$ cat config.mk
export PLATFORM = sky130hd
export DESIGN_NAME = tmu_top
export DESIGN_NICKNAME = d
export VERILOG_FILES = /design/src/verilog/tmu_pkg.sv /design/src/verilog/tmu_csr.sv /design/src/verilog/tmu_edge_interp.sv /design/src/verilog/tmu_span_join.sv /design/src/verilog/tmu_top.sv
export VERILOG_INCLUDE_DIRS = /design/src /design/src/verilog
export SDC_FILE = /design/constraint.sdc
export NUM_CORES = 2
export LEC_CHECK = 0
export CORE_MARGIN = 5
export CORE_UTILIZATION = 49
export DETAILED_ROUTE_END_ITERATION = 6
export DONT_BUFFER_PORTS = 1
export PLACE_DENSITY = 0.72
export RECOVER_POWER = 25
export SYNTH_ARGS = -nofsm -noshare
export SYNTH_HDL_FRONTEND = slang
export SYNTH_SLANG_ARGS = --single-unit
export TNS_END_PERCENT = 10
$ cat constraint.sdc
create_clock -name sys_clk -period 7.4 [get_ports sys_clk]
set_clock_uncertainty 0.2 [all_clocks]
set_input_delay 1.48 -clock sys_clk [delete_from_list [all_inputs] [get_ports sys_clk]]
set_output_delay 1.48 -clock sys_clk [all_outputs]
set_load 0.1 [all_outputs]
$ cat src/verilog/tmu_defs.svh
// Widths, register offsets and divider step count for the TMU vertical interpolator
`ifndef TMU_DEFS_SVH
`define TMU_DEFS_SVH

// Datapath widths
`define TMU_COORD_W     18      // 1 sign, 11 integer, 6 fraction
`define TMU_ROW_W       11
`define TMU_DIV_STEPS   17      // One quotient bit per cycle

// AXI4-Lite
`define TMU_AXI_ADDR_W  8
`define TMU_AXI_DATA_W  32
`define TMU_AXI_OKAY    2'b00

// Register map
`define TMU_REG_CTRL    8'h00   // Bit 0 start/busy, bit 1 irq pending
`define TMU_REG_SQUAREH 8'h04
`define TMU_REG_AX      8'h08
`define TMU_REG_AY      8'h0C
`define TMU_REG_BX      8'h10
`define TMU_REG_BY      8'h14
`define TMU_REG_CX      8'h18
`define TMU_REG_CY      8'h1C
`define TMU_REG_DX      8'h20
`define TMU_REG_DY      8'h24

`endif

$ cat src/verilog/tmu_pkg.sv
// Point, edge configuration and span types plus the FSM state enums of the TMU
`default_nettype none

`include "tmu_defs.svh"

package tmu_pkg;

	// ####################
	// Data types

	// Texture coordinate pair, signed fixed point
	typedef struct packed {
		logic signed [`TMU_COORD_W-1:0] x;
		logic signed [`TMU_COORD_W-1:0] y;
	} tmu_point_t;

	// One mesh edge, walked from start_pt toward end_pt
	typedef struct packed {
		tmu_point_t start_pt;
		tmu_point_t end_pt;
	} tmu_edge_cfg_t;

	typedef struct packed {
		logic [`TMU_ROW_W-1:0] row;
		tmu_point_t            ts;    // Left end of the span
		tmu_point_t            te;    // Right end of the span
	} tmu_span_t;

	// ####################
	// FSM states

	typedef enum logic [1:0] {
		EDGE_IDLE,
		EDGE_DIVIDE,
		EDGE_STEP
	} edge_state_e;

	typedef enum logic [1:0] {
		JOIN_IDLE,
		JOIN_WAIT,
		JOIN_RUN
	} join_state_e;

	typedef enum logic {
		AXIL_IDLE,
		AXIL_RESP
	} axil_state_e;

endpackage

`default_nettype wire

$ cat src/verilog/tmu_csr.sv
// AXI4-Lite control registers for corner points, square height, start pulse and interrupt
`timescale 1ns/1ps
`default_nettype none

`include "tmu_defs.svh"

module tmu_csr (
	input  wire                        sys_clk,
	input  wire                        sys_rst,
	input  wire [`TMU_AXI_ADDR_W-1:0]  s_axil_awaddr_i,
	input  wire                        s_axil_awvalid_i,
	output logic                       s_axil_awready_o,
	input  wire [`TMU_AXI_DATA_W-1:0]  s_axil_wdata_i,
	input  wire                        s_axil_wvalid_i,
	output logic                       s_axil_wready_o,
	output logic [1:0]                 s_axil_bresp_o,
	output logic                       s_axil_bvalid_o,
	input  wire                        s_axil_bready_i,
	input  wire [`TMU_AXI_ADDR_W-1:0]  s_axil_araddr_i,
	input  wire                        s_axil_arvalid_i,
	output logic                       s_axil_arready_o,
	output logic [`TMU_AXI_DATA_W-1:0] s_axil_rdata_o,
	output logic [1:0]                 s_axil_rresp_o,
	output logic                       s_axil_rvalid_o,
	input  wire                        s_axil_rready_i,
	input  wire                        busy_i,
	input  wire                        done_i,
	output logic                       start_o,
	output tmu_pkg::tmu_edge_cfg_t     left_cfg_o,
	output tmu_pkg::tmu_edge_cfg_t     right_cfg_o,
	output logic [`TMU_ROW_W-1:0]      squareh_o,
	output logic                       irq_o
);

	localparam int CW = `TMU_COORD_W;
	localparam int DW = `TMU_AXI_DATA_W;

	tmu_pkg::axil_state_e wr_state, rd_state;
	tmu_pkg::tmu_point_t  pa, pb, pc, pd;    // Corner points
	logic [`TMU_ROW_W-1:0] squareh;
	logic                  wr_fire, rd_fire, wr_ctrl;
	logic                  start_req, irq_pending, busy_bit;
	logic [DW-1:0]         rd_mux;

	function automatic logic [DW-1:0] sext(input logic [CW-1:0] v);
		return {{(DW-CW){v[CW-1]}}, v};
	endfunction

	// ####################
	// Handshakes

	assign wr_fire = (wr_state == tmu_pkg::AXIL_IDLE) && s_axil_awvalid_i && s_axil_wvalid_i;
	assign rd_fire = (rd_state == tmu_pkg::AXIL_IDLE) && s_axil_arvalid_i;
	assign s_axil_awready_o = wr_fire;     // Address and data taken together
	assign s_axil_wready_o  = wr_fire;
	assign s_axil_arready_o = rd_fire;
	assign s_axil_bvalid_o  = (wr_state == tmu_pkg::AXIL_RESP);
	assign s_axil_rvalid_o  = (rd_state == tmu_pkg::AXIL_RESP);
	assign s_axil_bresp_o   = `TMU_AXI_OKAY;
	assign s_axil_rresp_o   = `TMU_AXI_OKAY;

	always_ff @(posedge sys_clk) begin
		if (sys_rst) begin
			wr_state <= tmu_pkg::AXIL_IDLE;
			rd_state <= tmu_pkg::AXIL_IDLE;
		end else begin
			if (wr_fire)
				wr_state <= tmu_pkg::AXIL_RESP;
			else if (s_axil_bready_i)
				wr_state <= tmu_pkg::AXIL_IDLE;
			if (rd_fire)
				rd_state <= tmu_pkg::AXIL_RESP;
			else if (s_axil_rready_i)
				rd_state <= tmu_pkg::AXIL_IDLE;
		end
	end

	// ####################
	// Control and interrupt

	assign wr_ctrl  = wr_fire && (s_axil_awaddr_i == `TMU_REG_CTRL);
	assign busy_bit = busy_i | start_req | start_o;   // Covers the start in flight
	assign irq_o    = irq_pending;

	always_ff @(posedge sys_clk) begin
		if (sys_rst) begin
			start_req   <= 1'b0;
			start_o     <= 1'b0;
			irq_pending <= 1'b0;
		end else begin
			start_req <= wr_ctrl && s_axil_wdata_i[0] && !busy_bit;
			start_o   <= start_req;                 // Lands after bvalid goes out
			if (done_i)
				irq_pending <= 1'b1;
			else if (wr_ctrl && s_axil_wdata_i[1])
				irq_pending <= 1'b0;             // Write 1 to clear
		end
	end

	// Configuration registers
	always_ff @(posedge sys_clk) begin
		if (wr_fire) begin
			case (s_axil_awaddr_i)
				`TMU_REG_SQUAREH: squareh <= s_axil_wdata_i[`TMU_ROW_W-1:0];
				`TMU_REG_AX:      pa.x <= s_axil_wdata_i[CW-1:0];
				`TMU_REG_AY:      pa.y <= s_axil_wdata_i[CW-1:0];
				`TMU_REG_BX:      pb.x <= s_axil_wdata_i[CW-1:0];
				`TMU_REG_BY:      pb.y <= s_axil_wdata_i[CW-1:0];
				`TMU_REG_CX:      pc.x <= s_axil_wdata_i[CW-1:0];
				`TMU_REG_CY:      pc.y <= s_axil_wdata_i[CW-1:0];
				`TMU_REG_DX:      pd.x <= s_axil_wdata_i[CW-1:0];
				`TMU_REG_DY:      pd.y <= s_axil_wdata_i[CW-1:0];
				default: ;                          // Unmapped addresses are ignored
			endcase
		end
	end

	// Readback with coordinates sign extended
	always_comb begin
		rd_mux = '0;
		case (s_axil_araddr_i)
			`TMU_REG_CTRL: begin
				rd_mux[0] = busy_bit;
				rd_mux[1] = irq_pending;
			end
			`TMU_REG_SQUAREH: rd_mux[`TMU_ROW_W-1:0] = squareh;
			`TMU_REG_AX:      rd_mux = sext(pa.x);
			`TMU_REG_AY:      rd_mux = sext(pa.y);
			`TMU_REG_BX:      rd_mux = sext(pb.x);
			`TMU_REG_BY:      rd_mux = sext(pb.y);
			`TMU_REG_CX:      rd_mux = sext(pc.x);
			`TMU_REG_CY:      rd_mux = sext(pc.y);
			`TMU_REG_DX:      rd_mux = sext(pd.x);
			`TMU_REG_DY:      rd_mux = sext(pd.y);
			default: ;
		endcase
	end

	always_ff @(posedge sys_clk) begin
		if (rd_fire)
			s_axil_rdata_o <= rd_mux;
	end

	// Left edge walks A to C, right edge B to D
	always_comb begin
		left_cfg_o.start_pt  = pa;
		left_cfg_o.end_pt    = pc;
		right_cfg_o.start_pt = pb;
		right_cfg_o.end_pt   = pd;
	end

	assign squareh_o = squareh;

endmodule

`default_nettype wire

$ cat src/verilog/tmu_edge_interp.sv
// Edge interpolator with serial quotient/remainder divider and row stepper
`timescale 1ns/1ps
`default_nettype none

`include "tmu_defs.svh"

module tmu_edge_interp (
	input  wire                         sys_clk,
	input  wire                         sys_rst,
	input  wire                         start_i,
	input  wire tmu_pkg::tmu_edge_cfg_t cfg_i,
	input  wire [`TMU_ROW_W-1:0]        squareh_i,
	input  wire                         step_i,
	output tmu_pkg::tmu_point_t         point_o,
	output logic                        valid_o
);

	localparam int CW = `TMU_COORD_W;
	localparam int MW = CW - 1;                     // Magnitude width
	localparam int RW = `TMU_ROW_W;
	localparam int NW = $clog2(`TMU_DIV_STEPS + 1);

	tmu_pkg::edge_state_e state;
	tmu_pkg::tmu_point_t  base;
	logic [NW-1:0]        cnt;
	logic [RW-1:0]        div;                      // Latched squareh
	logic                 neg_x, neg_y;
	logic [MW-1:0]        quo_x, quo_y;             // Dividend, then quotient
	logic [RW-1:0]        rem_x, rem_y;
	logic [CW-1:0]        off_x, off_y;             // Offset magnitude for current row
	logic [RW-1:0]        acc_x, acc_y;             // Remainder accumulator
	logic signed [CW-1:0] diff_x, diff_y;
	logic [MW-1:0]        mag_x, mag_y;
	logic [RW:0]          nx, ny, sx, sy;

	// Subtract d when it fits and flag the fit in the MSB
	function automatic logic [RW:0] cond_sub(input logic [RW:0] v, input logic [RW-1:0] d);
		logic     ge;
		logic [RW:0] r;
		ge = (v >= {1'b0, d});
		r  = ge ? v - {1'b0, d} : v;
		return {ge, r[RW-1:0]};
	endfunction

	assign diff_x = cfg_i.end_pt.x - cfg_i.start_pt.x;   // Wraps in 18 bits
	assign diff_y = cfg_i.end_pt.y - cfg_i.start_pt.y;
	assign mag_x  = diff_x[CW-1] ? MW'(-diff_x) : MW'(diff_x);
	assign mag_y  = diff_y[CW-1] ? MW'(-diff_y) : MW'(diff_y);

	// One restoring division step per axis
	assign nx = cond_sub({rem_x, quo_x[MW-1]}, div);
	assign ny = cond_sub({rem_y, quo_y[MW-1]}, div);

	// Row step carries one extra unit when the remainder sum reaches squareh
	assign sx = cond_sub({1'b0, acc_x} + {1'b0, rem_x}, div);
	assign sy = cond_sub({1'b0, acc_y} + {1'b0, rem_y}, div);

	always_ff @(posedge sys_clk) begin
		if (sys_rst) begin
			state <= tmu_pkg::EDGE_IDLE;
			cnt   <= '0;
		end else if (start_i) begin
			state <= tmu_pkg::EDGE_DIVIDE;
			cnt   <= '0;
		end else if (state == tmu_pkg::EDGE_DIVIDE) begin
			cnt <= cnt + 1'b1;
			if (cnt == NW'(`TMU_DIV_STEPS - 1))
				state <= tmu_pkg::EDGE_STEP;
		end
	end

	always_ff @(posedge sys_clk) begin
		if (start_i) begin
			base  <= cfg_i.start_pt;
			div   <= squareh_i;
			neg_x <= diff_x[CW-1];
			neg_y <= diff_y[CW-1];
			quo_x <= mag_x;
			quo_y <= mag_y;
			rem_x <= '0;
			rem_y <= '0;
			off_x <= '0;
			off_y <= '0;
			acc_x <= '0;
			acc_y <= '0;
		end else if (state == tmu_pkg::EDGE_DIVIDE) begin
			quo_x <= {quo_x[MW-2:0], nx[RW]};
			quo_y <= {quo_y[MW-2:0], ny[RW]};
			rem_x <= nx[RW-1:0];
			rem_y <= ny[RW-1:0];
		end else if (state == tmu_pkg::EDGE_STEP && step_i) begin
			acc_x <= sx[RW-1:0];
			acc_y <= sy[RW-1:0];
			off_x <= off_x + CW'(quo_x) + CW'(sx[RW]);
			off_y <= off_y + CW'(quo_y) + CW'(sy[RW]);
		end
	end

	// Apply the recorded sign to the offset
	always_comb begin
		point_o.x = base.x + (neg_x ? -off_x : off_x);
		point_o.y = base.y + (neg_y ? -off_y : off_y);
	end

	assign valid_o = (state == tmu_pkg::EDGE_STEP);

endmodule

`default_nettype wire

$ cat src/verilog/tmu_span_join.sv
// Span joiner sequencing rows from both edges onto a valid/ready stream
`timescale 1ns/1ps
`default_nettype none

`include "tmu_defs.svh"

module tmu_span_join (
	input  wire                      sys_clk,
	input  wire                      sys_rst,
	input  wire                      start_i,
	input  wire [`TMU_ROW_W-1:0]     squareh_i,
	input  wire tmu_pkg::tmu_point_t left_i,
	input  wire tmu_pkg::tmu_point_t right_i,
	input  wire                      left_valid_i,
	input  wire                      right_valid_i,
	output tmu_pkg::tmu_span_t       span_o,
	output logic                     span_valid_o,
	input  wire                      span_ready_i,
	output logic                     step_o,
	output logic                     busy_o,
	output logic                     done_o
);

	tmu_pkg::join_state_e  state;
	logic [`TMU_ROW_W-1:0] row;
	logic [`TMU_ROW_W-1:0] rows;      // Span count for this run
	logic                  last;

	assign span_valid_o = (state == tmu_pkg::JOIN_RUN);
	assign step_o       = span_valid_o && span_ready_i;   // Advance both edges
	assign busy_o       = (state != tmu_pkg::JOIN_IDLE);
	assign last         = (row == rows - 1'b1);

	// ####################
	// Row sequencer

	always_ff @(posedge sys_clk) begin
		if (sys_rst) begin
			state  <= tmu_pkg::JOIN_IDLE;
			row    <= '0;
			done_o <= 1'b0;
		end else begin
			done_o <= 1'b0;
			case (state)
				tmu_pkg::JOIN_IDLE: begin
					if (start_i) begin
						state <= tmu_pkg::JOIN_WAIT;
						row   <= '0;
					end
				end
				tmu_pkg::JOIN_WAIT: begin
					if (left_valid_i && right_valid_i)   // Both divides finished
						state <= tmu_pkg::JOIN_RUN;
				end
				tmu_pkg::JOIN_RUN: begin
					if (step_o) begin
						row <= row + 1'b1;
						if (last) begin
							state  <= tmu_pkg::JOIN_IDLE;
							done_o <= 1'b1;
						end
					end
				end
				default: state <= tmu_pkg::JOIN_IDLE;
			endcase
		end
	end

	always_ff @(posedge sys_clk) begin
		if (start_i && state == tmu_pkg::JOIN_IDLE)
			rows <= squareh_i;
	end

	// Edges hold their points until stepped, so the span stays stable
	always_comb begin
		span_o.row = row;
		span_o.ts  = left_i;
		span_o.te  = right_i;
	end

endmodule

`default_nettype wire

$ cat src/verilog/tmu_top.sv
// TMU vertical interpolation top with register slave, two edge interpolators and span joiner
`timescale 1ns/1ps
`default_nettype none

`include "tmu_defs.svh"

module tmu_top (
	input  wire                        sys_clk,
	input  wire                        sys_rst,
	input  wire [`TMU_AXI_ADDR_W-1:0]  s_axil_awaddr_i,
	input  wire                        s_axil_awvalid_i,
	output logic                       s_axil_awready_o,
	input  wire [`TMU_AXI_DATA_W-1:0]  s_axil_wdata_i,
	input  wire                        s_axil_wvalid_i,
	output logic                       s_axil_wready_o,
	output logic [1:0]                 s_axil_bresp_o,
	output logic                       s_axil_bvalid_o,
	input  wire                        s_axil_bready_i,
	input  wire [`TMU_AXI_ADDR_W-1:0]  s_axil_araddr_i,
	input  wire                        s_axil_arvalid_i,
	output logic                       s_axil_arready_o,
	output logic [`TMU_AXI_DATA_W-1:0] s_axil_rdata_o,
	output logic [1:0]                 s_axil_rresp_o,
	output logic                       s_axil_rvalid_o,
	input  wire                        s_axil_rready_i,
	output tmu_pkg::tmu_span_t         span_o,
	output logic                       span_valid_o,
	input  wire                        span_ready_i,
	output logic                       irq_o
);

	logic                   start, busy, done, step;
	tmu_pkg::tmu_edge_cfg_t left_cfg, right_cfg;
	logic [`TMU_ROW_W-1:0]  squareh;
	tmu_pkg::tmu_point_t    left_pt, right_pt;
	logic                   left_valid, right_valid;

	tmu_csr u_csr (
		.sys_clk          (sys_clk),
		.sys_rst          (sys_rst),
		.s_axil_awaddr_i  (s_axil_awaddr_i),
		.s_axil_awvalid_i (s_axil_awvalid_i),
		.s_axil_awready_o (s_axil_awready_o),
		.s_axil_wdata_i   (s_axil_wdata_i),
		.s_axil_wvalid_i  (s_axil_wvalid_i),
		.s_axil_wready_o  (s_axil_wready_o),
		.s_axil_bresp_o   (s_axil_bresp_o),
		.s_axil_bvalid_o  (s_axil_bvalid_o),
		.s_axil_bready_i  (s_axil_bready_i),
		.s_axil_araddr_i  (s_axil_araddr_i),
		.s_axil_arvalid_i (s_axil_arvalid_i),
		.s_axil_arready_o (s_axil_arready_o),
		.s_axil_rdata_o   (s_axil_rdata_o),
		.s_axil_rresp_o   (s_axil_rresp_o),
		.s_axil_rvalid_o  (s_axil_rvalid_o),
		.s_axil_rready_i  (s_axil_rready_i),
		.busy_i           (busy),
		.done_i           (done),
		.start_o          (start),
		.left_cfg_o       (left_cfg),
		.right_cfg_o      (right_cfg),
		.squareh_o        (squareh),
		.irq_o            (irq_o)
	);

	// A toward C
	tmu_edge_interp u_left_edge (
		.sys_clk   (sys_clk),
		.sys_rst   (sys_rst),
		.start_i   (start),
		.cfg_i     (left_cfg),
		.squareh_i (squareh),
		.step_i    (step),
		.point_o   (left_pt),
		.valid_o   (left_valid)
	);

	// B toward D
	tmu_edge_interp u_right_edge (
		.sys_clk   (sys_clk),
		.sys_rst   (sys_rst),
		.start_i   (start),
		.cfg_i     (right_cfg),
		.squareh_i (squareh),
		.step_i    (step),
		.point_o   (right_pt),
		.valid_o   (right_valid)
	);

	tmu_span_join u_span_join (
		.sys_clk       (sys_clk),
		.sys_rst       (sys_rst),
		.start_i       (start),
		.squareh_i     (squareh),
		.left_i        (left_pt),
		.right_i       (right_pt),
		.left_valid_i  (left_valid),
		.right_valid_i (right_valid),
		.span_o        (span_o),
		.span_valid_o  (span_valid_o),
		.span_ready_i  (span_ready_i),
		.step_o        (step),
		.busy_o        (busy),
		.done_o        (done)
	);

endmodule

`default_nettype wire

==> run_results.csv <==
group,metric,value,unit
status,outcome,"finished, final reports clean",
timing,tightestPinTransition,1.32,ns
pwr,pwr-share-seq,41.5,%
cts,clk_pin_slew,0.06,ns
timing,min_period,6.99,ns
final_layout,num_antenna_cells,0,
drt,drt-total-wl,99700,microns
yosys,synthTopCellsByCount,"a21oi_1, ha_1, edfxtp_1, nor2_1, nand2_1",
yosys,yosys.area.top_type_share,27.3,%
floorplanning,start_util,49.3,%
yosys,synth_top_cells_by_area,"edfxtp_1, ha_1, dfxtp_1, xnor2_1, a21oi_1",
timing,max_slew_margin,11.5,%
final_layout,fillers,6524,
placement,dpl.hpwl,75600,microns
final_layout,utilization,54.7,%
floorplanning,die_area,0.0818,sq mm
placement,pre_cts_ws,0.323,ns
drt,first_pass_iters,6,
critical_path,critPathSlowestCell,"a2111oi_2",
job,max-cap-violations,0,
timing,fmax,0.143,GHz
yosys,ys_warn_count,0,
pwr,p_switching,2.36,mW
floorplanning,io_pins,182,
placement,dp.cells,4933,
pwr,p_comb_share,19.0,%
timing,rsz0062_at_grt,"no",
grt,grt_pass1_vias,27855,
critical_path,end_kind,"flip-flop",
drt,antenna_left,0,
final_layout,drive_gt1_share,8.98,%
yosys,yosysUniqueCellTypes,109,
floorplanning,die_w,286,microns
critical_path,reg2reg_slack,0.41,ns
critical_path,reg2regPathDepth,29,
grt,grt_pass1_wl,154000,microns
drt,wire_per_inst,19.8,microns
cts,clock_sinks,532,
critical_path,critical_path.max_fanout,3,
critical_path,worstPathRequired,7.70,ns
critical_path,path_class,"reg2reg",
critical_path,r2r_end,"u_left_edge.off_x[17]$_SDFFE_PP0P_",
grt,antenna_found_initial,3,
timing,setup_slack,0.406,ns
yosys,synth_most_common_cell,"a21oi_1",
yosys,yosys_register_bits,532,
timing,fin_crit_sh,94.5,%
critical_path,cp-start-kind,"flip-flop",
critical_path,endpoint,"u_left_edge.off_x[17]$_SDFFE_PP0P_",
drt,route.detailed.drc,0,
final_layout,nNetsFinal,4448,
grt,grt_util_all_layers,23.4,%
floorplanning,fp.dieH,286,microns
timing,setup_violations,0,
yosys,synth_area_per_cell,9.39,sq um
placement,gp_congestion,0.901,
timing,hold_viol,0,
yosys,synth_edf_count,339,
hold_path,hold_depth,2,
cts,root_buffer,"clkbuf_16",
pwr,irDropWorstVdd,0.201,mV
drt,vias,30040,
yosys,seq_area_frac_synth,37.6,%
final_layout,synthToLayoutAreaGrowth,11.1,%
timing,drv_slew,0,
floorplanning,rows,101,
grt,grt_max_degree,169,
drt,drt_iter0_drc,2594,
pwr,clkPwrFrac,39.4,%
grt,overflow,0,
critical_path,worstSetupStartpoint,"u_left_edge.rem_x[0]$_SDFFE_PP0P_",
final_layout,regArea,0.0140,sq mm
cts,cts_tree,"done",
drt,vias_per_cell,5.96,
pwr,p_per_area,192,mW/mm^2
pwr,p_int,5.58,mW
final_layout,multiInputGateArea,0.0223,sq mm
yosys,synthFlopType,"edfxtp_1",
critical_path,critPathMostFrequentCell,"a21o_1",
cts,cts_max_level,2,
cts,cts_made_buffers,58,
critical_path,r2r-start,"u_left_edge.rem_x[0]$_SDFFE_PP0P_",
timing,setup_tns,0,ns
pwr,switching_share,29.7,%
cts,clockBufferDepth,3,
yosys,async_reset_ff_share,0,%
final_layout,stdcell_count,5044,
yosys,syn_area,0.0373,sq mm
cts,clkLatencyLatePin,0.65,ns
floorplanning,core_region_area,0.0757,sq mm
placement,portBuffers,0,
yosys,yosysTopAreaCell,"edfxtp_1",
yosys,syn-instance-count,3975,
hold_path,min_path_type,"reg2reg",
critical_path,max_stage_delay,0.45,ns
pwr,p_leak,17.4,nW
critical_path,crit_arrival,7.29,ns
## final cells by class
cell class / count / area share, %
clock inverter: 47 / 1.39
inverter: 234 / 2.13
timing repair buffer: 108 / 2.21
sequential: 532 / 33.9
clock buffer: 61 / 3.58
tap: 978 / 2.95
multi-input combinational: 3084 / 53.8
## state kept, by name, indices dropped and copies added, names as in the netlist, 17 cells and up
signal                cells
u_left_edge.quo_x        17
u_right_edge.off_x       18
u_csr.s_axil_rdata_o     18
u_csr.right_cfg_o        72
u_left_edge.off_x        18
u_left_edge.off_y        18
u_right_edge.quo_y       17
u_left_edge.quo_y        17
u_csr.left_cfg_o         72
u_right_edge.off_y       18
u_right_edge.quo_x       17
u_left_edge.base         36
u_right_edge.base        36
## cells by family (layout without fill, tap and decap cells)
group | after synthesis | count (layout) | share of synthesized area, %
other | 1 | 4 | 0.0101
AO/OA/AOI/OAI | 1101 | 1101 | 19.3
XOR/XNOR | 387 | 387 | 9.08
flip-flops | 532 | 532 | 37.6
adder cells (fa/ha/maj) | 374 | 374 | 13.1
AND/OR/NAND/NOR | 1126 | 1126 | 14.3
buffers and inverters | 362 | 450 | 4.01
multiplexers | 92 | 92 | 2.53
## through the flow
stage,power (mW),hold slack (ns),instance area [sq um]
2_1_floorplan,4.55,0.213,37300
3_3_place_gp,4.83,0.222,39400
3_5_place_dp,4.85,0.245,39400
4_1_cts,7.98,0.260,41400
5_1_grt,8.27,0.288,41400
6_report,7.95,0.264,41400
## timing repair
action,in CTS,in global routing
hold buffers,0,0
buffers inserted,0,3
setup endpoints to repair,0,6
gates resized for setup,0,4
## placed cells by master (no fill, tap or decap), types with 44 or more instances in the layout
master	synthesis	final
a21o_1	100	100
a21oi_1	353	352
a22oi_1	45	45
buf_4	21	102
clkbuf_16	0	59
dfxtp_1	193	192
edfxtp_1	339	339
ha_1	346	346
inv_1	228	227
mux2i_1	73	73
nand2_1	320	320
nand2b_1	46	46
nand3_1	81	81
nand4_1	46	46
nor2_1	333	329
nor3_1	81	78
o21ai_0	177	176
o21bai_1	51	51
o31ai_1	44	44
xnor2_1	251	210
xor2_1	136	115
## power by group through the flow
stage / clock (mW) / sequential (mW) / combinational, mW
3_5_place_dp: 0 / 3.36 / 1.49
3_3_place_gp: 0 / 3.36 / 1.47
6_report: 3.13 / 3.30 / 1.51
2_1_floorplan: 0 / 3.34 / 1.21
5_1_grt: 3.31 / 3.30 / 1.66
4_1_cts: 3.18 / 3.30 / 1.50
## worst min path at each step
stage                                            start                                  to  slack, ns
CTS                 u_right_edge.acc_y[0]$_SDFFE_PP0P_  u_right_edge.acc_y[0]$_SDFFE_PP0P_       0.26
global route         u_left_edge.acc_y[0]$_SDFFE_PP0P_   u_left_edge.acc_y[0]$_SDFFE_PP0P_       0.29
global placement         u_span_join.done_o$_SDFF_PP0_            u_csr.irq_o$_SDFFE_PP0P_       0.22
detailed placement       u_span_join.done_o$_SDFF_PP0_            u_csr.irq_o$_SDFFE_PP0P_       0.24
finish                   u_span_join.done_o$_SDFF_PP0_            u_csr.irq_o$_SDFFE_PP0P_       0.26
floorplan                u_span_join.done_o$_SDFF_PP0_            u_csr.irq_o$_SDFFE_PP0P_       0.21
## metal layers
layer	part of all wire [%]	global-route usage, %	vias to the layer above	routed length, microns
li1	-	-	14607	-
met1	42	31.4	14241	42300
met2	45	37.5	1043	44900
met3	9.9	6.46	149	9920
met4	2.6	6.11	0	2580
met5	0	0	-	0
## worst max-delay path: cells and delay by family, from the launching register on
kind	cells	cell delay (ns)
buf+inv	1	0.10
simple gates	3	0.46
compound gates	19	4.05
flops	1	0.33
mux	1	0.20
xor+xnor	1	0.18
fa+ha+maj	4	1.33
No activity file was read; power rests on OpenSTA's default activity.
